--- src/mldsa_params_pkg.sv ---
// ML-DSA algorithm constants and the stored coefficient type
package mldsa_params_pkg;

  // Width of a full value modulo Q
  localparam int MLDSA_Q_WIDTH = 24;

  // The ML-DSA prime modulus, 2^23 - 2^13 + 1
  localparam logic [MLDSA_Q_WIDTH-1:0] MLDSA_Q = 24'd8380417;

  // Number of coefficients in one polynomial
  localparam int MLDSA_N = 256;

  // Number of nonzero coefficients in the challenge polynomial
  localparam int MLDSA_TAU = 60;

  // A stored coefficient drops the top bit, since Q-1 still fits in 23 bits
  // and the challenge only ever holds 0, 1 or Q-1
  typedef logic [MLDSA_Q_WIDTH-2:0] mldsa_coeff_t;

endpackage

--- src/sib_mem_pkg.sv ---
// Packed coefficient memory layout and sample index widths for SampleInBall
package sib_mem_pkg;

  // One index byte from the XOF stream addresses one of 256 coefficients
  localparam int SIB_SAMPLE_W = 8;

  // Four coefficients share one memory word
  localparam int SIB_WORD_COEFFS = 4;

  // Word address, the upper bits of a coefficient index
  localparam int SIB_ADDR_W = 6;

  // The first eight bytes of the stream carry the sign bits
  localparam int SIB_SIGN_BYTES = 8;
  localparam int SIB_SIGN_W = 64;

  // Position i starts here and walks up to N-1
  localparam logic [SIB_SAMPLE_W-1:0] SIB_I_START =
    SIB_SAMPLE_W'(mldsa_params_pkg::MLDSA_N - mldsa_params_pkg::MLDSA_TAU);

  // One memory word, lane 0 holds the coefficient with index bits [1:0] = 0
  typedef mldsa_params_pkg::mldsa_coeff_t [SIB_WORD_COEFFS-1:0] sib_word_t;

endpackage

--- src/sample_in_ball_shuffler.sv ---
// SampleInBall shuffler: moves coefficient j to i and writes the signed one at j
module sample_in_ball_shuffler (
  input  logic                                      clk,
  input  logic                                      rst_b,
  input  logic                                      zeroize_i,
  input  logic                                      valid_i,
  output logic                                      hold_o,
  input  logic [sib_mem_pkg::SIB_SAMPLE_W-1:0]      indexi_i,
  input  logic [sib_mem_pkg::SIB_SAMPLE_W-1:0]      indexj_i,
  input  logic                                      sign_i,
  output logic [1:0]                                cs_o,
  output logic [1:0]                                we_o,
  output logic [1:0][sib_mem_pkg::SIB_ADDR_W-1:0]   addr_o,
  output sib_mem_pkg::sib_word_t [1:0]              wrdata_o,
  input  sib_mem_pkg::sib_word_t [1:0]              rddata_i
);
  import mldsa_params_pkg::*;
  import sib_mem_pkg::*;

  logic                                     read_valid_q;
  logic                                     addr_match;
  logic [SIB_ADDR_W-1:0]                    word_i;
  logic [SIB_ADDR_W-1:0]                    word_j;
  logic [SIB_SAMPLE_W-SIB_ADDR_W-1:0]       lane_i;
  logic [SIB_SAMPLE_W-SIB_ADDR_W-1:0]       lane_j;
  mldsa_coeff_t                             signed_one;
  mldsa_coeff_t                             old_j;

  // Split both indices into word address and lane within the word
  assign word_i = indexi_i[SIB_SAMPLE_W-1 -: SIB_ADDR_W];
  assign word_j = indexj_i[SIB_SAMPLE_W-1 -: SIB_ADDR_W];
  assign lane_i = indexi_i[SIB_SAMPLE_W-SIB_ADDR_W-1:0];
  assign lane_j = indexj_i[SIB_SAMPLE_W-SIB_ADDR_W-1:0];

  assign addr_match = (word_i == word_j);

  // The first cycle of a request is the read, control must hold the
  // request for one more cycle while this is high
  assign hold_o = valid_i & ~read_valid_q;

  always_ff @(posedge clk or negedge rst_b) begin
    if (!rst_b) begin
      read_valid_q <= 1'b0;
    end else if (zeroize_i) begin
      read_valid_q <= 1'b0;
    end else begin
      // Marks the write phase, which always follows the read by one cycle
      read_valid_q <= hold_o;
    end
  end

  // Port 0 serves j's word and port 1 serves i's word in both phases
  assign addr_o[0] = word_j;
  assign addr_o[1] = word_i;

  assign cs_o = {2{valid_i}};

  // Port 1 always writes i's word, port 0 stands down when both
  // indices share a word so only one write reaches that word
  assign we_o[1] = valid_i & read_valid_q;
  assign we_o[0] = valid_i & read_valid_q & ~addr_match;

  // Sign bit 1 selects -1 mod Q
  assign signed_one = sign_i ? mldsa_coeff_t'(MLDSA_Q - 1'b1) : mldsa_coeff_t'(1);

  // The coefficient that moves from j to i, taken from the word read at j
  assign old_j = rddata_i[0][lane_j];

  // Port 0 write word, j's lane replaced by the signed one
  always_comb begin
    wrdata_o[0]         = rddata_i[0];
    wrdata_o[0][lane_j] = signed_one;
  end

  // Port 1 write word, i's lane takes the old j coefficient. With a
  // shared word this port also carries the signed one, applied last so
  // that j equal to i ends with the signed value at i
  always_comb begin
    wrdata_o[1]         = rddata_i[1];
    wrdata_o[1][lane_i] = old_j;
    if (addr_match) begin
      wrdata_o[1][lane_j] = signed_one;
    end
  end

endmodule

--- config.mk ---
export PLATFORM = sky130hd
export DESIGN_NAME = sample_in_ball_shuffler
export DESIGN_NICKNAME = d
export VERILOG_FILES = /design/src/mldsa_params_pkg.sv /design/src/sib_mem_pkg.sv /design/src/sample_in_ball_shuffler.sv
export SDC_FILE = /design/constraint.sdc
export NUM_CORES = 1
export LEC_CHECK = 0
export ABC_AREA = 1
export BUFFER_PORTS_ARGS = -buffer_cell sky130_fd_sc_hd__buf_2
export CAP_MARGIN = 10
export CORE_AREA = 2 2 158 160
export DETAILED_ROUTE_END_ITERATION = 12
export DIE_AREA = 0 0 160 162
export SETUP_SLACK_MARGIN = 0.05
export SYNTH_ARGS = -nofsm -noshare
export SYNTH_HDL_FRONTEND = slang
export SYNTH_SLANG_ARGS = --single-unit
--- constraint.sdc ---
create_clock -name clk -period 2.18 [get_ports clk]
set_input_delay 0.109 -clock clk [delete_from_list [all_inputs] [get_ports clk]]
set_output_delay 0.109 -clock clk [all_outputs]
set_load 0.01 [all_outputs]
== Word-level counts from Yosys, hierarchy flattened ==
Cells that the tools add are included.
W data, S select, Z words.

* Register bits: 1
* Word-level logic and storage cells: 25
* Output and inout bits: 201
* Input port bits: 205

* Equality and inequality tests: 1
* Mux-type cells: 12
* $lt $le $gt $ge: 4
* Reduce and logical (&&, ||, !) cells: 2
* Bitwise gates (word level): 5

{| class="wikitable"
|+ Operator list
! kind !! count
|-
| $bwmux W92 || 3
|-
| $demux W23 S2 || 2
|-
| $mux W23 || 4
|-
| $mux W92 || 1
|-
| $bmux W23 S2 || 1
|-
| $eq A6 B6 Y1 || 1
|-
| $lt A2 B3 Y1 const B || 2
|-
| $ge A2 B1 Y1 const B || 2
|-
| $and A1 B1 Y1 || 3
|-
| $logic_and A1 B1 Y1 || 2
|-
| $not A1 Y1 || 2
|-
| $mux W1 || 1
|}

== Logic depth before layout (Yosys ltp) ==
* Depth in word-level cells: 7
* Gate-level depth with buffers: 10

== Worst setup path before layout ==
Ideal clock, no wire load.

* Path type: input to output
* From: input indexj_i[0] (netlist name)
* To: output wrdata_o[180] (netlist name)
* Arrival time: 1127 ps
* Path buffers: 2
* Required time: 2071 ps
* Cell stages on the path: 9
* Path slack: 944 ps
* Path through: buf_4 nor2_4 buf_2 nand2_1 nand4_2 nand2_1 nand2_1 nand2_1 nand2_1

{| class="wikitable"
|+ RTL lines
! item !! line !! RTL
|-
| start, declared || sample_in_ball_shuffler.sv:9 || <nowiki>input logic [sib_mem_pkg::SIB_SAMPLE_W-1:0] indexj_i,</nowiki>
|-
| end, declared || sample_in_ball_shuffler.sv:14 || <nowiki>output sib_mem_pkg::sib_word_t [1:0] wrdata_o,</nowiki>
|}

==> metrics <==
outcome finished, final reports clean; # rows between 50 and 60; share of cells above drive strength 1 between 30% and 40%; Clock transition at path regs 0 ns; Biggest register read_valid_q; Synth top area share 43.8%; Area Overhead vs Synth 67.3%; Worst Path Required 2.07 ns; Tmin final 1.88 ns; CP max stage delay a little under 0.6 ns; final wirelength 25.8 mm; core area roughly 24000 um2; top routing layer in use met5; WL/cell 16.9 um; PwrDens 249 nW/um2; fin util roughly a quarter; CP most frequent cell buf_2; Setup Viol. Count Final 0; Die Wd 160 um; Vias/cell 4.24; Slew HR 53.9%; Max Cap Viol 0; fin crit share ~86%; all-layer global routing usage around 19%; Regs by FF count read_valid_q (1); met2 wire length 13.5 mm; initial DRC count 295; CP Buf/Inv Count 4; first-pass GRT wire length 36.7 mm; Cells after Synth 823; final hold violations 0; routability cong. 0.872; setup tns final 0 ns; Least-Margin Pin Slew 0.691 ns; Seq/Total Area, Yosys 0.706%; slowest CP cell a22oi_1; vias in the first global route 6189; Final Power 1.48 mW; min-delay src zeroize_i; worst-path maximum fanout 12; met3 wire length between 1.5 and 2 mm; yosys warns 0; CP arrival 1.77 ns; CTS resizes 0; post-DP HPWL 22.2 mm; area leader, netlist nand2_1; worst hold path type in -> reg; placed cell count 1524; # DRC 0; height of the die roughly 160 um; most frequent cells in the layout nand2_1, buf_2, nor2_1; hold_buf cts 1; wl on met1 9.87 mm; initial antenna violation count 3; Final Max Tran Viols 0; Synth Net Count 1028; Max Clk Rate 0.533 GHz; WHS 0.270 ns; Top delay family on crit path buffers and inverters; crit-path cells buf_2, nand2_2, inv_2, buf_4, a22oi_1, nand3_1, nand2_1, nor2_1, buf_2; CP Launch Point indexj_i[0]; unrepaired setup endpoints after global routing false; cell area after synthesis between 3000 and 4000 um2; Post-CTS Setup Repair Bufs 0; Leakage Power 4.14 nW; Top Ports approximately 410; startpoint type of the worst setup path input port; nets 1408; Avg Cell Area, Syn 4.30 um2; WS Path Type in -> out; port bufs 405; total die area roughly 26000 um2; Distinct cells, synth 27; worst vdd ir about 0.00008 V; ranking of synthesized cells by area nand2_1, nor2_1, inv_1, nand4_1, nand3_1; Final Non-Filler Cells 1526; CP endpoint kind primary output; post-route ant nets 0; Initial Utilization 14.7%; largest net degree at the start of global routing 32; synthesized flop and latch total 1; clock latency on the worst-skew pair 0 ns; final worst clock skew 0 ns; via count about 6.5k; most common cell after layout, fill and taps aside nand2_1; worst r2r src read_valid_q; overflow left after global routing 0; Largest register FFs 1; Pre-antenna DRT Iters 5
path summary, 6_finish.rpt:
| path | slack [ns] | to | depth (start not counted) |
|---|---|---|---|
| max | 0.30 | wrdata_o[93] | 9 |
| min reg2reg | 0.46 | read_valid_q | 1 |
| max in group asynchronous | 1.65 | read_valid_q | 2 |
| max reg2reg | 1.53 | read_valid_q | 1 |
| min in group asynchronous | 0.44 | read_valid_q | 2 |
| min | 0.27 | read_valid_q | 2 |
power by group:
group	total (mW)	internal (mW)	switching, mW
sequential	0.0207	0.0199	0.000758
clock	0.0000000613	0.0000000613	0
combinational	1.46	0.572	0.884
cell usage after synthesis, drive strengths merged:
cell / number
a22oi: 16
nand2: 415
o21ai: 2
clkbuf: 13
inv: 76
a21oi: 6
buf: 43
xor2: 2
nor3: 1
nand4: 34
nor2: 166
xnor2: 1
or2: 4
dfrtp: 1
nand3: 36
clkinv: 7
routing by layer:
| layer | vias up | track usage [%] |
|---|---|---|
| li1 | 3239 | - |
| met1 | 2827 | 20.4 |
| met2 | 357 | 37.3 |
| met3 | 37 | 2.15 |
| met4 | 6 | 4.55 |
| met5 | - | 0 |
logic make-up (layout without fill, tap and decap cells):
group / Yosys count / after routing / share of synthesized area, %
buf+inv: 139 / 517 / 17.6
simple gates: 656 / 656 / 75.3
other cells: 0 / 1 / 0
compound gates: 24 / 24 / 5.65
xor+xnor: 3 / 3 / 0.742
flops: 1 / 1 / 0.706
per-stage QoR:
stage / worst slack (ns) / cell area, um2
global route: 0.230 / 5920
finish: 0.304 / 5930
floorplan: 0.944 / 3540
CTS: 0.316 / 5920
global placement: 0.345 / 5910
detailed placement: 0.332 / 5910
layout make-up:
class,instances,area (um2)
fillers,2915,18200
multi-input cells,683,2900
repair buffers,434,2280
well taps,324,405
inverters,83,312
flip-flops and latches,1,25.0
diodes,1,2.50
Note: power is estimated with default switching activity, not from simulation.
