### src/mldsa_params_pkg.sv
// ML-DSA algorithm constants and the stored coefficient type
package mldsa_params_pkg;

  // Width of a full value modulo Q
  localparam int MLDSA_Q_WIDTH = 24;

  // The ML-DSA prime modulus, 2^23 - 2^13 + 1
  localparam logic [MLDSA_Q_WIDTH-1:0] MLDSA_Q = 24'd8380417;

  // Number of coefficients in one polynomial
  localparam int MLDSA_N = 256;

  // Number of nonzero coefficients in the challenge polynomial
  localparam int MLDSA_TAU = 60;

  // A stored coefficient drops the top bit, since Q-1 still fits in 23 bits
  // and the challenge only ever holds 0, 1 or Q-1
  typedef logic [MLDSA_Q_WIDTH-2:0] mldsa_coeff_t;

endpackage

### src/sib_mem_pkg.sv
// Packed coefficient memory layout and sample index widths for SampleInBall
package sib_mem_pkg;

  // One index byte from the XOF stream addresses one of 256 coefficients
  localparam int SIB_SAMPLE_W = 8;

  // Four coefficients share one memory word
  localparam int SIB_WORD_COEFFS = 4;

  // Word address, the upper bits of a coefficient index
  localparam int SIB_ADDR_W = 6;

  // The first eight bytes of the stream carry the sign bits
  localparam int SIB_SIGN_BYTES = 8;
  localparam int SIB_SIGN_W = 64;

  // Position i starts here and walks up to N-1
  localparam logic [SIB_SAMPLE_W-1:0] SIB_I_START =
    SIB_SAMPLE_W'(mldsa_params_pkg::MLDSA_N - mldsa_params_pkg::MLDSA_TAU);

  // One memory word, lane 0 holds the coefficient with index bits [1:0] = 0
  typedef mldsa_params_pkg::mldsa_coeff_t [SIB_WORD_COEFFS-1:0] sib_word_t;

endpackage

### src/sib_ctrl.sv
// SampleInBall control FSM: clear, sign loading, rejection sampling and shuffle
module sib_ctrl (
  input  logic                                 clk,
  input  logic                                 rst_b,
  input  logic                                 zeroize_i,
  input  logic                                 start_i,
  input  logic                                 byte_valid_i,
  input  logic [sib_mem_pkg::SIB_SAMPLE_W-1:0] byte_i,
  output logic                                 busy_o,
  output logic                                 done_o,
  output logic                                 mem_clear_o,
  output logic                                 sign_load_o,
  output logic [sib_mem_pkg::SIB_SAMPLE_W-1:0] sign_byte_o,
  output logic                                 sign_shift_o,
  output logic                                 shuf_valid_o,
  output logic [sib_mem_pkg::SIB_SAMPLE_W-1:0] shuf_index_i_o,
  output logic [sib_mem_pkg::SIB_SAMPLE_W-1:0] shuf_index_j_o,
  input  logic                                 shuf_hold_i
);
  import mldsa_params_pkg::*;
  import sib_mem_pkg::*;

  typedef enum logic [1:0] {
    IDLE,
    SIGNS,
    SAMPLE
  } sib_state_e;

  sib_state_e                        state_q;
  logic [$clog2(SIB_SIGN_BYTES)-1:0] sign_cnt_q;
  logic [SIB_SAMPLE_W-1:0]           index_i_q;
  logic [SIB_SAMPLE_W-1:0]           index_j_q;
  logic                              pending_q;
  logic                              done_q;
  logic                              run_kill;
  logic                              sample_hit;
  logic                              write_commit;
  logic                              last_pos;

  // Start or zeroize abandons whatever is in flight
  assign run_kill = start_i | zeroize_i;

  // The memory clears at the edge that sees start or zeroize
  assign mem_clear_o = run_kill;

  // Sign bytes go straight to the sign register
  assign sign_load_o = (state_q == SIGNS) & byte_valid_i & ~run_kill;
  assign sign_byte_o = byte_i;

  // Rejection test, a candidate above the current position is dropped.
  // Nothing is accepted during the write cycle of the previous sample
  assign sample_hit = (state_q == SAMPLE) & byte_valid_i & ~pending_q &
                      (byte_i <= index_i_q) & ~run_kill;

  // Second cycle of an accepted sample, the shuffler writes now
  assign write_commit = pending_q & ~run_kill;

  assign last_pos = (index_i_q == SIB_SAMPLE_W'(MLDSA_N - 1));

  // The byte is used directly in the read cycle and the held copy in the
  // write cycle, so the indices stay stable across both
  assign shuf_valid_o   = sample_hit | write_commit;
  assign shuf_index_i_o = index_i_q;
  assign shuf_index_j_o = pending_q ? index_j_q : byte_i;

  // One sign bit is consumed per committed sample
  assign sign_shift_o = write_commit;

  always_ff @(posedge clk or negedge rst_b) begin
    if (!rst_b) begin
      state_q    <= IDLE;
      sign_cnt_q <= '0;
      index_i_q  <= '0;
      pending_q  <= 1'b0;
      done_q     <= 1'b0;
    end else if (zeroize_i) begin
      state_q    <= IDLE;
      sign_cnt_q <= '0;
      index_i_q  <= '0;
      pending_q  <= 1'b0;
      done_q     <= 1'b0;
    end else if (start_i) begin
      // A start while busy simply begins a fresh run
      state_q    <= SIGNS;
      sign_cnt_q <= '0;
      index_i_q  <= SIB_I_START;
      pending_q  <= 1'b0;
      done_q     <= 1'b0;
    end else begin
      done_q <= 1'b0;
      unique case (state_q)
        SIGNS: begin
          if (byte_valid_i) begin
            sign_cnt_q <= sign_cnt_q + 1'b1;
            if (sign_cnt_q == SIB_SIGN_BYTES - 1) begin
              state_q <= SAMPLE;
            end
          end
        end
        SAMPLE: begin
          if (write_commit) begin
            pending_q <= 1'b0;
            if (last_pos) begin
              // Position 255 is written, done pulses while busy falls
              state_q <= IDLE;
              done_q  <= 1'b1;
            end else begin
              index_i_q <= index_i_q + 1'b1;
            end
          end else if (sample_hit && shuf_hold_i) begin
            // Read phase accepted, the write follows next cycle
            pending_q <= 1'b1;
          end
        end
        default: begin
          // Bytes are ignored while idle
        end
      endcase
    end
  end

  // Capture j for the write cycle
  always_ff @(posedge clk) begin
    if (sample_hit) begin
      index_j_q <= byte_i;
    end
  end

  assign busy_o = (state_q != IDLE);
  assign done_o = done_q;

endmodule

### config.mk
export PLATFORM = sky130hd
export DESIGN_NAME = sib_ctrl
export DESIGN_NICKNAME = d
export VERILOG_FILES = /design/src/mldsa_params_pkg.sv /design/src/sib_mem_pkg.sv /design/src/sib_ctrl.sv
export SDC_FILE = /design/constraint.sdc
export NUM_CORES = 1
export LEC_CHECK = 0
export BUFFER_PORTS_ARGS = -buffer_cell sky130_fd_sc_hd__buf_4
export CORE_UTILIZATION = 53
export CTS_BUF_LIST = sky130_fd_sc_hd__clkbuf_8
export CTS_CLUSTER_SIZE = 14
export DETAILED_ROUTE_END_ITERATION = 7
export PLACE_DENSITY = 0.94
export SLEW_MARGIN = 20
export SYNTH_ARGS = -nofsm -noshare
export SYNTH_HDL_FRONTEND = slang
export SYNTH_SLANG_ARGS = --single-unit
### constraint.sdc
create_clock -name clk -period 2.9 [get_ports clk]
set_input_delay 0 -clock clk [delete_from_list [all_inputs] [get_ports clk]]
set_output_delay 0 -clock clk [all_outputs]
set_load 0.03 [all_outputs]
# == After elaboration in Yosys (flattened, before gate mapping) ==
# Cells that the tools add are included.
# totals
reg_bits,23
in_bits,14
output_inout_bits,30
# classes
bitwise,11
eq_ne,9
n_mux,27
magnitude_cmp,1
n_reduce_logical,12
add_sub_neg,2
# op_table
cell,count
2-to-1 mux 8 bit,6
2-to-1 mux 2 bit,6
2-to-1 mux 3 bit,4
!= test 4 bit (second input constant),3
nonzero test 3 bit,4
2-to-1 mux 1 bit,10
adder 8 x 1 -> 8 bit (second input constant),1
equality test 8 bit (second input constant),1
less-or-equal comparator 8 bit,1
nonzero test 4 bit,2
AND 1 bit,7
AND reduction 5 bit,1
!= test 4 x 3 -> 1 bit (second input constant),1
case mux 2 bit (2 select lines),1
AND reduction 2 bit,2
adder 3 x 1 -> 3 bit (second input constant),1
equality test 3 bit (second input constant),1
!= test 3 bit (second input constant),1
AND reduction 3 bit,1
equality test 2 x 1 -> 1 bit (second input constant),1
equality test 2 bit (second input constant),1
inverter 1 bit,2
OR 1 bit,2
nonzero test 2 bit,1
logical AND 1 bit,1

# == Longest topological paths before layout ==
# depth
word_depth,11
depth_mapped,7
mapped_depth_nobuf,7

# == Least setup slack after synthesis ==
# OpenSTA, ideal clock, no wires.
# synth_path
kind,reg2reg
from,register index_i_q[2] (netlist: shuf_index_i_o[2])
to,"register index_j_q[0], enable pin"
path_buffers,1
path_stages_with_launch,8
t_arrival_ns,2.320
synth_period_minus_slack_ns,2.715
setup_time_ns,0.395
slack_ns,0.185
path_cell_list,dfrtp_1 -> clkbuf_1 -> inv_1 -> ha_1 -> o211ai_1 -> a21oi_1 -> o22a_1 -> nor4_1
# synth_via
elab_chain_len,3
# synth_lines
element,line_no,text
start: declaration,sib_ctrl.sv:31,logic [SIB_SAMPLE_W-1:0] index_i_q;
start signal: assignment,sib_ctrl.sv:108,index_i_q <= index_i_q + 1'b1;
less-or-equal comparator 8 bit,sib_ctrl.sv:53,(byte_i <= index_i_q) & ~run_kill;
AND 1 bit,sib_ctrl.sv:52,assign sample_hit = (state_q == SAMPLE) & byte_valid_i & ~pending_q &
AND 1 bit,sib_ctrl.sv:53,
via sample_hit,sib_ctrl.sv:36,logic sample_hit;
end signal: assignment,sib_ctrl.sv:125,index_j_q <= byte_i;
end: declaration,sib_ctrl.sv:32,logic [SIB_SAMPLE_W-1:0] index_j_q;
# The timed path passes the listed nets, and every way through them passes these cells.
# A chain may end at the register's enable or synchronous reset.

# == Worst setup path after layout ==
# layout_path
from,register index_i_q[1] (netlist: shuf_index_i_o[1])
to,"register index_j_q[4], enable pin"
# The elaborated chain is that of the path after synthesis.

==> flow_summary_export.csv <==
group,metric,value,unit
die,row_count,18,
power,sw_frac_of_total,29.1,%
timing,clock.fmax,0.452,GHz
die,die_w,53.7,um
timing,rsz0062_at_grt,"false",
worst_setup_path,crit_fanout,8,
worst_setup_path,crit_chain,"inv_1 -> ha_1 -> nor2b_1 -> o211ai_1 -> a21oi_1 -> o22a_1 -> nor4_1 -> buf_4",
timing,min_period_over_period,76.4,%
synthesis,syn_nets,169,
min_path,hold_path.class,"in -> reg",
cts,clock_sinks,23,
worst_setup_path,r2r_setup_slack,0.69,ns
drt,firstDrtPassIters,4,
finish,fin_cells,217,
power,pwr-share-comb,22.8,%
finish,post-route-cell-area,1850,sq um
worst_setup_path,worstPathRequired,2.88,ns
drt,viasPerCell,5.70,
drt,num_vias,1236,
synthesis,syn_area,1410,sq um
drt,drc,0,
timing,setup_viol,0,
timing,hold_viol,0,
power,p_clk_share,28.1,%
placement,dp_hpwl,2370,um
worst_setup_path,path_delay_family,"simple AND/OR/NAND/NOR gates",
power,peakVddDrop,0.000394,V
synthesis,synth_cell_types,31,
synthesis,ys_seq_elements,23,
cts,cts_buffers,3,
synthesis,syn_area_per_cell,10.0,sq um
finish,area_growth,30.9,%
global_route,first_global_vias,1148,
drt,postRouteWirelength,3400,um
die,start_util,56.6,%
finish,layout-drive-gt1-share,30.5,%
timing,skew,0.00101,ns
power,power.density,384,nW/um^2
worst_setup_path,cp-start-kind,"flip-flop",
worst_setup_path,arrival,2.20,ns
die,io-pin-count,44,
worst_setup_path,path_class,"reg -> reg",
global_route,grt-ovfl-total,0,
worst_setup_path,slowest_delay,0.40,ns
cts,clk_latency,0.27,ns
finish,fillers,151,
finish,finalNetCount,216,
global_route,grt.total_usage,25.8,%
cts,clockBufferDepth,2,
drt,wl_per_cell,15.7,um
outcome,outcome,"finished clean",
synthesis,syn_inst,141,
run,cap_violations,0,
cts,cts-root-buf,"clkbuf_8",
placement,port-buffer-count,43,
cts,path_clk_slew,0.08,ns
power,switching_power,206,uW
die,core_area,2500,sq um
power,leakagePower,0.845,nW
power,internal_power,504,uW
synthesis,ys_seq_area_share,43.5,%
worst_setup_path,end_kind,"flip-flop",
timing,final_max_slew_viol_count,0,
worst_setup_path,slowest_stage,"dfrtp_1",
drt,drt_iter0_drc,40,
finish,final_common_cell,"buf_4",
global_route,grt_pass1_wl,5200,um
synthesis,yosysWarnings,0,
worst_setup_path,cp_num_buf_inv,2,
drt,ant_nets,0,
timing,fin_setup_tns,0,ns
timing,finalCriticalPeriod,2.21,ns
placement,place.detailed.instances,203,
global_route,grt_start_max_net_pins,18,
placement,place_area,1710,sq um
placement,place.gp.congestion,0.886,
cts,cts_tree,"built",
timing,tightest_slew,0.572,ns
timing,max_slew_margin,61.9,%
global_route,antenna_found_initial,0,
finish,antenna_cells,0,
power,p_seq_share,49.1,%
die,chipHeight,53.7,um
finish,final_cell_mix,"buf_4 (44), inv_1 (16), dfrtp_1 (15)",
cts,cts_max_level,1,
die,die_area,2880,sq um
-- synth_stat cells --
library cell	instances	area share, %
nor4_1	1	0.44
nand4b_1	1	0.62
o22a_1	1	0.62
buf_1	1	0.27
nand3b_1	1	0.53
or2_2	1	0.44
ha_1	14	12
edfxtp_1	8	17
o2111a_1	1	0.80
clkbuf_1	2	0.53
a21oi_1	11	3.9
o21ai_0	4	1.4
mux2_2	7	5.6
and3_1	1	0.44
o211ai_1	2	1.1
and4_1	2	1.2
and4_2	1	0.71
nor2_1	7	1.9
nand4_1	3	1.3
a211oi_1	3	1.6
o31ai_1	3	1.6
buf_2	1	0.35
nor2b_1	1	0.44
nand3_1	5	1.8
xor2_1	1	0.62
inv_1	15	4.0
xnor2_1	5	3.1
nand2_1	14	3.7
nand4_2	1	0.88
dfrtp_1	15	27
buf_4	8	4.2
-- metrics by stage --
step                hold slack (ns)  power (mW)  utilization [%]  setup WS, ns
floorplan                    -0.296       0.447                -         0.185
global placement             -0.138       0.495             68.2         0.925
detailed placement           -0.131       0.502             68.2         0.737
CTS                          0.0159       0.714             74.0         0.720
global route                 0.0297       0.740             74.0         0.611
finish                       0.0291       0.710             74.0         0.686
-- flip-flops by register name, summed over array words and instances (netlist names) --
| name | cells |
|---|---|
| done_o | 1 |
| index_j_q | 8 |
| pending_q | 1 |
| shuf_index_i_o | 8 |
| sign_cnt_q | 3 |
| state_q | 2 |
-- power groups by stage --
stage | Sequential, mW | Clock, mW | Combinational (mW)
finish | 0.349 | 0.200 | 0.162
global route | 0.349 | 0.217 | 0.173
CTS | 0.348 | 0.206 | 0.160
detailed placement | 0.355 | 0 | 0.147
global placement | 0.355 | 0 | 0.141
floorplan | 0.358 | 0 | 0.0886
-- repair_timing --
action | CTS | global route
buffers inserted | 0 | 0
gates resized for setup | 0 | 0
hold buffers | 10 | 0
endpoints found under the hold margin | 27 | 0
-- cells by family (layout without fill, tap and decap cells) --
| group | count (synthesis) | in the layout | synth area share (%) |
|---|---|---|---|
| AOI/OAI and AO/OA | 25 | 25 | 11.0 |
| DFF | 23 | 23 | 43.5 |
| muxes | 7 | 7 | 5.58 |
| xor gates and xnor gates | 6 | 6 | 3.72 |
| buffers and inverters | 27 | 73 | 9.38 |
| adders and majority gates | 14 | 14 | 12.4 |
| and+or+nand+nor | 39 | 39 | 14.4 |
-- worst register-to-register path, cell delays in order, from the launching register on --
cell and delay [ns]:
dfrtp_1 0.40, inv_1 0.08, ha_1 0.29, nor2b_1 0.14, o211ai_1 0.15, a21oi_1 0.08, o22a_1 0.21, nor4_1 0.34
buf_4 0.24
-- worst paths after layout --
check | startpoint | end | depth (start not counted)
max in group asynchronous | rst_b | shuf_index_i_o[1] | 2
min in group asynchronous | rst_b | shuf_index_i_o[4] | 2
setup / recovery | shuf_index_i_o[1] | index_j_q[4] | 8
setup reg to reg | shuf_index_i_o[1] | index_j_q[4] | 8
hold reg to reg | sign_cnt_q[1] | sign_cnt_q[1] | 2
hold / removal | shuf_hold_i | pending_q | 3
-- metal layers --
metal,vias to the layer above,track usage [%],routed length (um)
li1,579,-,-
met1,581,34.1,1410
met2,65,41.0,1710
met3,11,2.26,191
met4,0,15.4,89
met5,-,0,0
-- area by class of cell --
| cell class | instances | area (sq um) | share of cell area (%) |
|---|---|---|---|
| Clock buffer | 3 | 41.3 | 2.23 |
| Clock inverter | 1 | 3.75 | 0.203 |
| Inverter | 15 | 56.3 | 3.04 |
| Multi-Input combinational cell | 91 | 666 | 36.0 |
| Sequential cell | 23 | 616 | 33.3 |
| Tap cell | 30 | 37.5 | 2.03 |
| Timing Repair Buffer | 54 | 430 | 23.3 |
(Power assumes the default switching activity.)
