`config.mk`:
```
export PLATFORM = sky130hd
export DESIGN_NAME = sib_sign_reg
export DESIGN_NICKNAME = d
export VERILOG_FILES = /design/src/mldsa_params_pkg.sv /design/src/sib_mem_pkg.sv /design/src/sib_sign_reg.sv
export SDC_FILE = /design/constraint.sdc
export NUM_CORES = 1
export LEC_CHECK = 0
export BUFFER_PORTS_ARGS = -buffer_cell sky130_fd_sc_hd__buf_2
export CELL_PAD_IN_SITES_DETAIL_PLACEMENT = 0
export CELL_PAD_IN_SITES_GLOBAL_PLACEMENT = 1
export CORE_MARGIN = 2
export CORE_UTILIZATION = 50
export DETAILED_ROUTE_END_ITERATION = 12
export PLACE_DENSITY = 0.81
export SLEW_MARGIN = 20
export SYNTH_ARGS = -nofsm -noshare
export SYNTH_HDL_FRONTEND = slang
export SYNTH_SLANG_ARGS = --single-unit
```
`constraint.sdc`:
```
create_clock -name clk -period 7.35 [get_ports clk]
set_clock_uncertainty 0.15 [all_clocks]
set_input_delay 0.735 -clock clk [delete_from_list [all_inputs] [get_ports clk]]
set_output_delay 0.735 -clock clk [all_outputs]
set_load 0.005 [all_outputs]
```
`src/mldsa_params_pkg.sv`:
```
// ML-DSA algorithm constants and the stored coefficient type
package mldsa_params_pkg;

  // Width of a full value modulo Q
  localparam int MLDSA_Q_WIDTH = 24;

  // The ML-DSA prime modulus, 2^23 - 2^13 + 1
  localparam logic [MLDSA_Q_WIDTH-1:0] MLDSA_Q = 24'd8380417;

  // Number of coefficients in one polynomial
  localparam int MLDSA_N = 256;

  // Number of nonzero coefficients in the challenge polynomial
  localparam int MLDSA_TAU = 60;

  // A stored coefficient drops the top bit, since Q-1 still fits in 23 bits
  // and the challenge only ever holds 0, 1 or Q-1
  typedef logic [MLDSA_Q_WIDTH-2:0] mldsa_coeff_t;

endpackage

```
`src/sib_mem_pkg.sv`:
```
// Packed coefficient memory layout and sample index widths for SampleInBall
package sib_mem_pkg;

  // One index byte from the XOF stream addresses one of 256 coefficients
  localparam int SIB_SAMPLE_W = 8;

  // Four coefficients share one memory word
  localparam int SIB_WORD_COEFFS = 4;

  // Word address, the upper bits of a coefficient index
  localparam int SIB_ADDR_W = 6;

  // The first eight bytes of the stream carry the sign bits
  localparam int SIB_SIGN_BYTES = 8;
  localparam int SIB_SIGN_W = 64;

  // Position i starts here and walks up to N-1
  localparam logic [SIB_SAMPLE_W-1:0] SIB_I_START =
    SIB_SAMPLE_W'(mldsa_params_pkg::MLDSA_N - mldsa_params_pkg::MLDSA_TAU);

  // One memory word, lane 0 holds the coefficient with index bits [1:0] = 0
  typedef mldsa_params_pkg::mldsa_coeff_t [SIB_WORD_COEFFS-1:0] sib_word_t;

endpackage

```
`src/sib_sign_reg.sv`:
```
// Sign-bit register, filled one byte at a time and shifted per accepted sample
module sib_sign_reg (
  input  logic                                 clk,
  input  logic                                 rst_b,
  input  logic                                 zeroize_i,
  input  logic                                 load_i,
  input  logic [sib_mem_pkg::SIB_SAMPLE_W-1:0] load_byte_i,
  input  logic                                 shift_i,
  output logic                                 sign_o
);
  import sib_mem_pkg::*;

  logic [SIB_SIGN_W-1:0]              sign_q;
  logic [$clog2(SIB_SIGN_BYTES)-1:0] byte_cnt_q;

  // Byte k of the stream lands in bits 8k+7 down to 8k, so the first
  // byte's bit 0 is the first sign to be used
  always_ff @(posedge clk or negedge rst_b) begin
    if (!rst_b) begin
      sign_q     <= '0;
      byte_cnt_q <= '0;
    end else if (zeroize_i) begin
      sign_q     <= '0;
      byte_cnt_q <= '0;
    end else if (load_i) begin
      sign_q[byte_cnt_q*SIB_SAMPLE_W +: SIB_SAMPLE_W] <= load_byte_i;
      // The count wraps back to zero after the eighth byte
      byte_cnt_q <= byte_cnt_q + 1'b1;
    end else if (shift_i) begin
      // Consume the current sign, the next one moves into bit 0
      sign_q <= sign_q >> 1;
    end
  end

  // The current sign feeds the shuffler's write of 1 or Q-1
  assign sign_o = sign_q[0];

endmodule

```
-- Word-level counts from Yosys, hierarchy flattened
Cells that the tools add are included.
- reductions and logical operators: 2
- $add $sub $neg: 2
- shifts and indexed selects: 2
- muxes and demuxes: 6
- operators by type and width (cell ; count):
    $mux W64 ; 3
    $bwmux W64 ; 1
    $shift A8 B34 Y64 const A ; 1
    $shiftx A8 B34 Y64 ; 1
    $neg A6 Y34 ; 1
    $mux W3 ; 2
    $add A3 B1 Y3 const B ; 1
    $reduce_bool A3 Y1 ; 1
    $reduce_bool A2 Y1 ; 1
- output and inout bits: 1
- logic and storage cells: 14
- bits in registers: 67

-- Logic depth before layout (Yosys ltp)
Gate-level depths: netlist of run 1.
- depth after elaboration: 5
- mapped depth: 10

-- Worst setup path after synthesis of run 1
No wires, ideal clock.
- kind: reg-to-reg
- from: register byte_cnt_q[0]
- to: register sign_q[22]
- setup time: 0.132 ns
- buffers on the path: 2
- path slack: 4.709 ns
- clock period less this slack: 2.641 ns
- data required time: 7.068 ns
- stages on the path, launching flop included: 9
- arrival time: 2.359 ns
- path through: dfrtp_1 -> clkbuf_1 -> inv_1 -> ha_1 -> ha_1 -> and2_1 -> a311oi_2 -> clkbuf_1 -> o21ai_1
- word-level cells in the longest chain between the ends: 5
- ends and longest elaborated chain (item ; RTL line ; text):
    start, declared ; sib_sign_reg.sv:14 ; logic [$clog2(SIB_SIGN_BYTES)-1:0] byte_cnt_q;
    start signal, assigned ; sib_sign_reg.sv:28 ; byte_cnt_q <= byte_cnt_q + 1'b1;
    $neg A6 Y34 * ; sib_sign_reg.sv:26 ; sign_q[byte_cnt_q*SIB_SAMPLE_W +: SIB_SAMPLE_W] <= load_byte_i;
    $shiftx A8 B34 Y64 or $shift A8 B34 Y64 (tied branches) ; sib_sign_reg.sv:26 ;
    $bwmux W64 * ; sib_sign_reg.sv:26 ;
    $mux W64 * ; sib_sign_reg.sv:25 ; end else if (load_i) begin
    $mux W64 * ; sib_sign_reg.sv:22 ; end else if (zeroize_i) begin
    end signal, assigned by index ; sib_sign_reg.sv:26 ;
    end signal, assigned ; sib_sign_reg.sv:31 ; sign_q <= sign_q >> 1;
    end, declared ; sib_sign_reg.sv:13 ; logic [SIB_SIGN_W-1:0] sign_q;
Mark *: on every way between the ends. The rest lies on a longest branch, timed or not.
A chain may end at the register's enable or synchronous reset.

-- Final worst setup path of run 1
- from: register byte_cnt_q[0]
- to: register sign_q[18]
The elaborated chain is that of the path after synthesis.

==> impl_metrics.csv, run 1 <==
group,metric,value,unit
power_and_ir_drop,total_power,806,uW
drt,drtIter0Drc,182,
drt,wl,7460,um
clock_tree,clk-insertion-delay-late,0.35,ns
synthesis,syn_avg_cell_area,11.2,sq um
synthesis,synth-main-ff-cell,"dfrtp_1",
timing,max_slew.worst_pin.slew,0.998,ns
floorplanning,ioPinCount,14,
synthesis,syn_nets,316,
synthesis,yosysSeqAreaShare,0.501,
drt,routedWlPerCell,19.6,um
clock_tree,cts_buffers,9,
synthesis,synth.largest_area_cell,"dfrtp_1",
synthesis,synth_top_area_frac,0.501,
floorplanning,dieArea,7360,sq um
run_status,outcome,"complete, no violations",
timing,setup_slack,4.39,ns
timing,fmax,338,MHz
floorplanning,die_y,85.8,um
global_route,grt_use_total,0.224,
synthesis,netlist_top_cells_count,"dfrtp_1 (67), nand2_1 (33), mux2_2 (32), a22oi_1 (29), a22o_1 (27)",
global_route,grt_pass1_wl,12400,um
final_layout,layout-drive-gt1-share,0.250,
critical_path,rrSetupSlack,4.39,ns
timing,setup_viol,0,
timing,rsz0062_at_grt,"no",
drt,route.detailed.drc,0,
power_and_ir_drop,p_comb_frac,0.102,
clock_tree,cts_tree,"yes",
placed_design,dpl_worst_slack,4.43,ns
synthesis,synth.distinct_cells,34,
synthesis,ys_warn_count,0,
final_layout,diodes,0,
synthesis,syn_area,3340,sq um
power_and_ir_drop,peakVddDrop,0.145,mV
final_layout,num-fill-cells,565,
critical_path,end_kind,"flip-flop",
drt,vias,2360,
critical_path,cp.required,7.39,ns
timing,slew_violations,0,
final_layout,fin_area,3650,sq um
critical_path,worst-setup-path-type,"flip-flop to flip-flop",
placed_design,hpwl,4520,um
synthesis,ys_ff_latch,67,
clock_tree,clockBufferDepth,2,
synthesis,synth.top_cells.by_area,"dfrtp_1 (50%), mux2_2 (11%), a22o_1 (7.1%)",
power_and_ir_drop,p_sw_frac,0.248,
drt,ant_nets,0,
synthesis,synthCells,299,
timing,slew_headroom,0.335,
global_route,grt_max_degree,68,
floorplanning,rows,29,
critical_path,cp.arrival,2.99,ns
clock_tree,htreeDepth,3,
power_and_ir_drop,power.switching,200,uW
critical_path,startpoint,"byte_cnt_q[0]",
timing,setup-tns-final,0,ns
power_and_ir_drop,power-per-cell-area,221,nW/um^2
clock_tree,cts_sinks,67,
placed_design,routabilityCongestion,0.871,
synthesis,synth-edff-count,0,
clock_tree,holdBufCountCts,0,
worst_hold_path,holdCritStartpoint,"sign_q[58]",
global_route,grt_overflow,0,
placed_design,io_buffer_count,13,
critical_path,start_kind,"flip-flop",
final_layout,area_delta_synth_final,9.06,%
clock_tree,cts_root_buf,"clkbuf_8",
timing,min_period,2.96,ns
power_and_ir_drop,leakage,0.00162,uW
power_and_ir_drop,power_frac_clock,0.429,
drt,via_per_inst,6.19,
clock_tree,cts_resized,0,
power_and_ir_drop,internal-power,606,uW
synthesis,async_flop_share,1.00,
placed_design,postPlaceCellArea,3420,sq um
global_route,grt_pass1_vias,2319,
global_route,antenna_found_initial,0,
drt,first_pass_iters,6,
critical_path,r2r-start,"byte_cnt_q[0]",
floorplanning,core,6420,sq um
worst_hold_path,hold_path_class,"flip-flop to flip-flop",
final_layout,nets,316,
floorplanning,initial_core_util,0.521,
timing,hold_viol_final,0,
clock_tree,cts.clk_slew.worst_paths,0.07,ns
timing,period_share,0.402,
synthesis,synth.most_common_cell,"dfrtp_1",
flow_run,maxCapViolCount,0,
power_and_ir_drop,p_seq_frac,0.469,
clock_tree,cts_setup_buffers,0,
critical_path,path_max_fanout,16,
floorplanning,die_width,85.8,um
-- layout make-up --
type,count,area (sq um),share of cell area
timing repair buffer,15,80.1,0.0220
multi-input combinational,203,1550,0.426
sequential,67,1680,0.460
inverter,3,11.3,0.00309
clock buffer,12,155,0.0426
clock inverter,4,72.6,0.0199
tap,77,96.3,0.0264
-- sequential cells by signal, indices dropped and copies added (netlist names) --
register	count
sign_q	64
byte_cnt_q	3
-- final timing paths --
check                              to  depth (start not counted)
min in group asynchronous  sign_q[49]                          2
min                        sign_q[58]                          2
min reg2reg                sign_q[58]                          2
max in group asynchronous  sign_q[44]                          2
max reg2reg                sign_q[18]                          6
max                        sign_q[18]                          6
-- per-layer routing --
layer  GRT usage  wire length, um
met1       0.322             3650
met2       0.330             3350
met3      0.0481              310
met4      0.0938              153
met5           0                0
-- logic make-up after synthesis --
family / Yosys count / synth area share
XOR/XNOR: 2 / 0.00524
flip-flops: 67 / 0.501
AO/OA/AOI/OAI: 104 / 0.236
adder cells (fa/ha/maj): 4 / 0.0150
AND/OR/NAND/NOR: 60 / 0.0954
buffers and inverters: 29 / 0.0359
multiplexers: 33 / 0.111
-- per-stage QoR --
stage                     hold WS (ns)   util  cells
after detailed placement         0.323  0.532    365
after global placement           0.315  0.532    365
after CTS                        0.340  0.568    381
after floorplan                  0.289      -    299
final                            0.333  0.568    381
after global routing             0.369  0.568    381
-- layout by cell type, fill, tap and decap left out, types with 2 or more instances in the layout --
cell type  count
buf_4          2
bufinv_16      2
o21ai_0        7
nor2b_1        4
a22o_1        27
inv_1          3
xnor2_1        2
buf_2         13
nand2_1       33
nor3_4         3
a32o_1         6
nand2b_1       2
dfrtp_1       67
a32oi_1        2
a22oi_1       29
a311oi_2       3
nor2_1         8
mux2_2        32
a21oi_2        3
clkbuf_8      11
and3b_1        2
o21ai_1       24
ha_1           4
-- worst max-delay path, cell delays in order (launching register included) --
cell and delay [ns]:
dfrtp_1 0.67, inv_1 0.09, ha_1 0.24, ha_1 0.40, and2_1 0.24, a311oi_2 0.83
o21ai_1 0.18
-- power groups by stage --
| stage | Clock, uW | Combinational, uW | Sequential [uW] |
|---|---|---|---|
| 2_1_floorplan | 0 | 59.3 | 383 |
| 3_3_place_gp | 0 | 81.6 | 385 |
| 3_5_place_dp | 0 | 81.6 | 385 |
| 4_1_cts | 357 | 82.0 | 378 |
| 5_1_grt | 369 | 90.3 | 379 |
| 6_report | 346 | 81.9 | 378 |
No activity file was read; power rests on OpenSTA's default activity.
==> run 2, diff against run 1 <==
ABC_AREA = 1   (was not set)
CORE_UTILIZATION = 45   (was 50)
PLACE_DENSITY = 0.8   (was 0.81)
clock period = 2.9 ns   (was 7.35 ns; I/O delays follow)
==> run 2 against run 1 <==
First-iteration DRC count fell by 20%. Combinational power grew to 3.5 times the previous value. Total power up 150%. Worst setup slack worse by 4.0 ns. Sequential cell count unchanged. Cell count increased by 82%. Synthesized cell count rose by 89%. Clock-buffer cell count is 1 higher. Critical endpoint is now sign_q[23]. Largest cell class is now multi-input combinational cells. Largest power group unchanged.
==> impl_metrics.csv, run 2 <==
group,metric,value,unit
final_layout,num-fill-cells,890,
flow_run,maxCapViolCount,0,
floorplanning,core,8590,sq um
floorplanning,rows,34,
clock_tree,clockBufferDepth,2,
timing,setup-tns-final,0,ns
floorplanning,dieArea,9510,sq um
drt,route.detailed.drc,0,
synthesis,synth.top_cells.by_area,"dfrtp_1 (43%), nand2_1 (32%), nand3_1 (3.6%)",
critical_path,rr_worst_depth,9,
clock_tree,cts_resized,0,
synthesis,synthCells,564,
synthesis,synth-main-ff-cell,"dfrtp_1",
synthesis,synth.largest_area_cell,"dfrtp_1",
critical_path,critical_path.max_stage_delay,0.52,ns
clock_tree,htreeDepth,3,
synthesis,ys_ff_latch,67,
drt,via_per_inst,5.00,
global_route,antenna_found_initial,0,
critical_path,crit_family,"adder cells",
drt,vias,3474,
timing,hold_viol_final,0,
timing,fmax,399,MHz
placed_design,hpwl,6960,um
synthesis,synth_top_area_frac,0.426,
synthesis,ys_warn_count,0,
placed_design,io_buffer_count,13,
critical_path,path_common_cell,"nand2_1",
critical_path,start_kind,"flip-flop",
synthesis,synth-edff-count,0,
final_layout,regMostFlops,"sign_q",
timing,slew_violations,0,
floorplanning,die_y,97.5,um
global_route,grt_overflow,0,
synthesis,netlist_top_cells_count,"nand2_1 (333), dfrtp_1 (67), nand3_1 (28), o21ai_0 (25), nor2_1 (24)",
final_layout,largest_register_ffs,64,
critical_path,path_max_fanout,8,
synthesis,syn_area,3940,sq um
timing,rsz0062_at_grt,"no",
synthesis,async_flop_share,1.00,
critical_path,worst-setup-path-type,"flip-flop to flip-flop",
drt,first_pass_iters,4,
critical_path,rrSetupSlack,0.40,ns
clock_tree,cts_tree,"yes",
critical_path,r2r-start,"byte_cnt_q[0]",
timing,period_share,0.863,
synthesis,syn_avg_cell_area,6.98,sq um
clock_tree,cts.clk_slew.worst_paths,0.08,ns
critical_path,cp.required,3.04,ns
global_route,grt_use_total,0.226,
clock_tree,clk-insertion-delay-late,0.35,ns
critical_path,crit_chain,"inv_2 -> ha_1 -> ha_1 -> inv_2 -> a21oi_1 -> nand3_1 -> nand2_1 -> nand2_1 -> nand2_1",
global_route,grt_pass1_vias,3409,
global_route,grt_pass1_wl,17300,um
final_layout,area_delta_synth_final,10.0,%
floorplanning,initial_core_util,0.458,
timing,slew_headroom,0.477,
drt,ant_nets,0,
drt,wl,9780,um
synthesis,synth.distinct_cells,25,
power_and_ir_drop,power-per-cell-area,460,nW/um^2
drt,routedWlPerCell,14.1,um
timing,setup_viol,0,
final_layout,final_common_cell,"nand2_1",
timing,min_period,2.50,ns
worst_hold_path,hold_path_class,"input pin to flip-flop",
floorplanning,die_width,97.5,um
placed_design,routabilityCongestion,0.897,
final_layout,reg_top3,"sign_q x64, byte_cnt_q x3",
clock_tree,cts_sinks,67,
power_and_ir_drop,peakVddDrop,0.192,mV
final_layout,layout-drive-gt1-share,0.131,
critical_path,r2r-end,"sign_q[23]",
critical_path,crit_buf_inv,2,
power_and_ir_drop,total_power,1990,uW
worst_hold_path,holdCritStartpoint,"load_i",
clock_tree,cts_root_buf,"clkbuf_8",
final_layout,layout_common_cells,"nand2_1 (333), dfrtp_1 (67), nand3_1 (28)",
critical_path,end_kind,"flip-flop",
synthesis,synth.most_common_cell,"nand2_1",
synthesis,syn_nets,581,
synthesis,yosysSeqAreaShare,0.426,
worst_hold_path,hold_depth,3,
power_and_ir_drop,leakage,0.00232,uW
critical_path,cp_slowest_cell,"a21oi_1",
critical_path,cp.arrival,2.64,ns
global_route,grt_max_degree,40,
final_layout,nets,599,
final_layout,diodes,0,
clock_tree,cts_buffers,9,
drt,drtIter0Drc,145,
floorplanning,ioPinCount,14,
timing,max_slew.worst_pin.slew,0.784,ns
worst_hold_path,holdPathEnd,"byte_cnt_q[2]",
run_status,outcome,"complete, no violations",
==> run 2: report_power, final <==
part / switching [uW] / internal, uW / leakage [uW] / total, uW
clock network: 376 / 381 / 0.0000956 / 757
registers: 5.54 / 941 / 0.000934 / 947
logic: 220 / 69.7 / 0.00129 / 290
==> run 2: how the worst max path moves through the flow <==
stage / from / end / slack [ns] / cells after the start
final: byte_cnt_q[0] / sign_q[23] / 0.40 / 9
after detailed placement: byte_cnt_q[0] / sign_q[23] / 0.44 / 9
after floorplan: byte_cnt_q[0] / sign_q[0] / 0.80 / 10
after global placement: byte_cnt_q[0] / sign_q[23] / 0.44 / 9
after CTS: byte_cnt_q[0] / sign_q[23] / 0.39 / 9
after global routing: byte_cnt_q[0] / sign_q[52] / 0.18 / 11
==> run 2: per-stage QoR <==
stage,cell area (sq um),worst slack [ns],util,cells,hold slack (ns)
finish,4330,0.397,0.504,695,0.0828
detailed placement,4130,0.439,0.481,678,0.277
floorplan,3940,0.798,-,564,-0.156
global placement,4130,0.436,0.481,678,0.269
global route,4330,0.184,0.504,695,0.0740
CTS,4330,0.389,0.504,695,0.0688
==> run 2: cells by family after synthesis <==
family,synth area share
adders and majority gates,0.0127
and+or+nand+nor,0.455
DFF,0.426
AOI/OAI and AO/OA,0.0613
buffers and inverters,0.0454
==> run 2: layer usage <==
metal | wire [um] | up-vias | GRT usage
met5 | 0 | - | 0
met4 | 127 | 0 | 0.0662
met3 | 341 | 10 | 0.0460
met2 | 4350 | 59 | 0.340
met1 | 4960 | 1609 | 0.330
li1 | - | 1796 | -
==> run 2: timing repair <==
item | 4_1_cts | 5_1_grt
buffers inserted | 0 | 0
hold endpoints to repair | 32 | 0
hold buffers | 1 | 0
==> run 2: worst reg2reg max path, stage by stage (launching register included) <==
cell and delay, ns:
dfrtp_1 0.45, inv_2 0.12, ha_1 0.24, ha_1 0.43, inv_2 0.13, a21oi_1 0.52, nand3_1 0.18, nand2_1 0.10
nand2_1 0.05, nand2_1 0.06
==> run 2: final cells by class <==
type                       count  area (sq um)  share of cell area
multi-input combinational    458          2080               0.481
sequential                    67          1680               0.387
clock buffer                  13           169              0.0390
timing repair buffer          20           145              0.0335
tap                          108           135              0.0312
inverter                      26           103              0.0237
clock inverter                 3          21.3             0.00491
==> run 3, diff against run 2 <==
CELL_PAD_IN_SITES_GLOBAL_PLACEMENT = 2   (was 1)
CORE_UTILIZATION = 36   (was 45)
PLACE_DENSITY = 0.81   (was 0.8)
==> run 3 against run 2 <==
Cell count increased by 5.0%. Routed wire length increased by 5.0%. Fmax decreased by 0.57%. Critical endpoint is now sign_q[58]. Core utilization decreased by 9.6 points. Die area increased by 24%. Final area increased by 1.2%. Global-route usage decreased by 3.4 points. Combinational power increased by 1%. Via count increased by 1.4%. Worst setup slack got worse by 0.014 ns. Sequential cell count unchanged. Register-to-register slack about the same.
==> impl_metrics.csv, run 3 (synthesized netlist as in run 2, its figures left out) <==
group,metric,value,unit
drt,route.detailed.drc,0,
critical_path,critical_path.max_stage_delay,0.46,ns
final_layout,layout-drive-gt1-share,0.134,
critical_path,worst-setup-path-type,"flip-flop to flip-flop",
global_route,antenna_found_initial,0,
final_layout,layout_common_cells,"nand2_1 (333), dfrtp_1 (67), nand3_1 (28)",
floorplanning,die_width,109,um
timing,min_period,2.52,ns
global_route,grt_pass1_vias,3298,
global_route,grt_pass1_wl,17100,um
worst_hold_path,hold_path_class,"input pin to flip-flop",
worst_hold_path,hold_depth,3,
final_layout,reg_top3,"sign_q x64, byte_cnt_q x3",
timing,setup_slack,0.382,ns
floorplanning,dieArea,11800,sq um
drt,drtIter0Drc,252,
critical_path,start_kind,"flip-flop",
critical_path,path_max_fanout,12,
clock_tree,clockBufferDepth,2,
placed_design,dpl.cell_count,713,
power_and_ir_drop,p_sw_frac,0.292,
critical_path,crit_family,"adder cells",
run_status,outcome,"complete, no violations",
timing,max_slew.worst_pin.slew,0.699,ns
final_layout,regMostFlops,"sign_q",
final_layout,nets,602,
power_and_ir_drop,total_power,2000,uW
power_and_ir_drop,leakage,0.00234,uW
floorplanning,ioPinCount,14,
final_layout,fin_area,4380,sq um
power_and_ir_drop,p_comb_frac,0.147,
drt,first_pass_iters,4,
drt,vias,3523,
critical_path,crit_chain,"inv_2 -> ha_1 -> ha_1 -> inv_2 -> nand3_1 -> a21oi_2 -> inv_1 -> nand2_1 -> nand2_1",
final_layout,diodes,0,
timing,fmax,397,MHz
timing,period_share,0.868,
critical_path,crit_buf_inv,3,
global_route,grt_max_degree,41,
power_and_ir_drop,power_frac_clock,0.380,
global_route,grt_overflow,0,
timing,rsz0062_at_grt,"no",
placed_design,postPlaceCellArea,4180,sq um
drt,routedWlPerCell,14.1,um
power_and_ir_drop,power.switching,584,uW
flow_run,maxCapViolCount,0,
floorplanning,initial_core_util,0.366,
clock_tree,cts_buffers,9,
clock_tree,htreeDepth,3,
floorplanning,core,10700,sq um
placed_design,dpl_worst_slack,0.430,ns
placed_design,hpwl,7310,um
drt,wl,10300,um
clock_tree,cts_root_buf,"clkbuf_8",
timing,setup_viol,0,
final_layout,largest_register_ffs,64,
clock_tree,clk-insertion-delay-late,0.35,ns
clock_tree,cts.clk_slew.worst_paths,0.07,ns
timing,slew_headroom,0.534,
critical_path,cp_slowest_cell,"dfrtp_1",
final_layout,area_delta_synth_final,11.3,%
timing,setup-tns-final,0,ns
final_layout,layout.cells.non_filler,730,
power_and_ir_drop,power-per-cell-area,456,nW/um^2
final_layout,final_common_cell,"nand2_1",
power_and_ir_drop,peakVddDrop,0.197,mV
clock_tree,cts_resized,0,
placed_design,routabilityCongestion,0.845,
placed_design,io_buffer_count,13,
power_and_ir_drop,p_seq_frac,0.473,
power_and_ir_drop,internal-power,1420,uW
drt,via_per_inst,4.83,
critical_path,cp.required,2.98,ns
floorplanning,die_y,109,um
global_route,grt_use_total,0.191,
clock_tree,cts_tree,"yes",
timing,hold_viol_final,0,
critical_path,cp.arrival,2.60,ns
critical_path,end_kind,"flip-flop",
critical_path,cp.depth,9,
critical_path,rr_worst_depth,9,
clock_tree,cts_sinks,67,
drt,ant_nets,0,
floorplanning,rows,38,
timing,slew_violations,0,
run 3: cell count changes in the layout (fill, tap and decap cells not counted):
| cell | delta |
|---|---|
| clkbuf_1 | +1 |
| buf_4 | +4 |
| buf_12 | -1 |
| clkinv_4 | -1 |
| clkbuf_8 | +1 |
| clkinvlp_4 | -1 |
run 3: metal layers:
layer  vias up  wire length (um)  GRT usage
met3        12               512     0.0289
met5         -                 0          0
met2        71              4600      0.297
met4         0               159     0.0760
li1       1796                 -          -
met1      1644              4990      0.268
run 3: worst paths after layout:
check                              start       endpoint  slack [ns]
max                        byte_cnt_q[0]     sign_q[58]        0.38
min                               load_i  byte_cnt_q[2]         0.1
max reg2reg                byte_cnt_q[0]     sign_q[58]        0.38
min reg2reg                   sign_q[44]     sign_q[44]        0.33
max in group asynchronous          rst_b     sign_q[24]        1.56
min in group asynchronous          rst_b     sign_q[35]        0.36
run 3: power groups by stage:
stage | combinational [uW] | clock, uW | sequential [uW]
final | 294 | 759 | 947
after global routing | 328 | 824 | 948
after CTS | 298 | 784 | 947
after detailed placement | 296 | 0 | 965
after global placement | 296 | 0 | 965
after floorplan | 199 | 0 | 964
run 3: area by class of cell:
cell class | count | area, sq um
inverters | 26 | 103
flip-flops and latches | 67 | 1680
repair buffers | 23 | 155
clock buffers | 15 | 186
fillers | 1169 | 6360
clock inverters | 1 | 5.00
multi-input cells | 458 | 2080
well taps | 140 | 175
run 3: through the flow:
stage	util	hold slack (ns)
4_1_cts	0.408	0.0843
2_1_floorplan	-	-0.156
3_3_place_gp	0.389	0.225
6_report	0.408	0.0958
3_5_place_dp	0.389	0.224
5_1_grt	0.408	0.106
run 3: tightest hold or removal path: stages:
cell and delay [ns]:
buf_2 0.13, nand2_1 0.08, a21oi_1 0.06
run 3: timing repair:
action                                 in CTS  in global routing
endpoints found under the hold margin      27                  0
hold buffers                                1                  0
buffers inserted                            0                  0
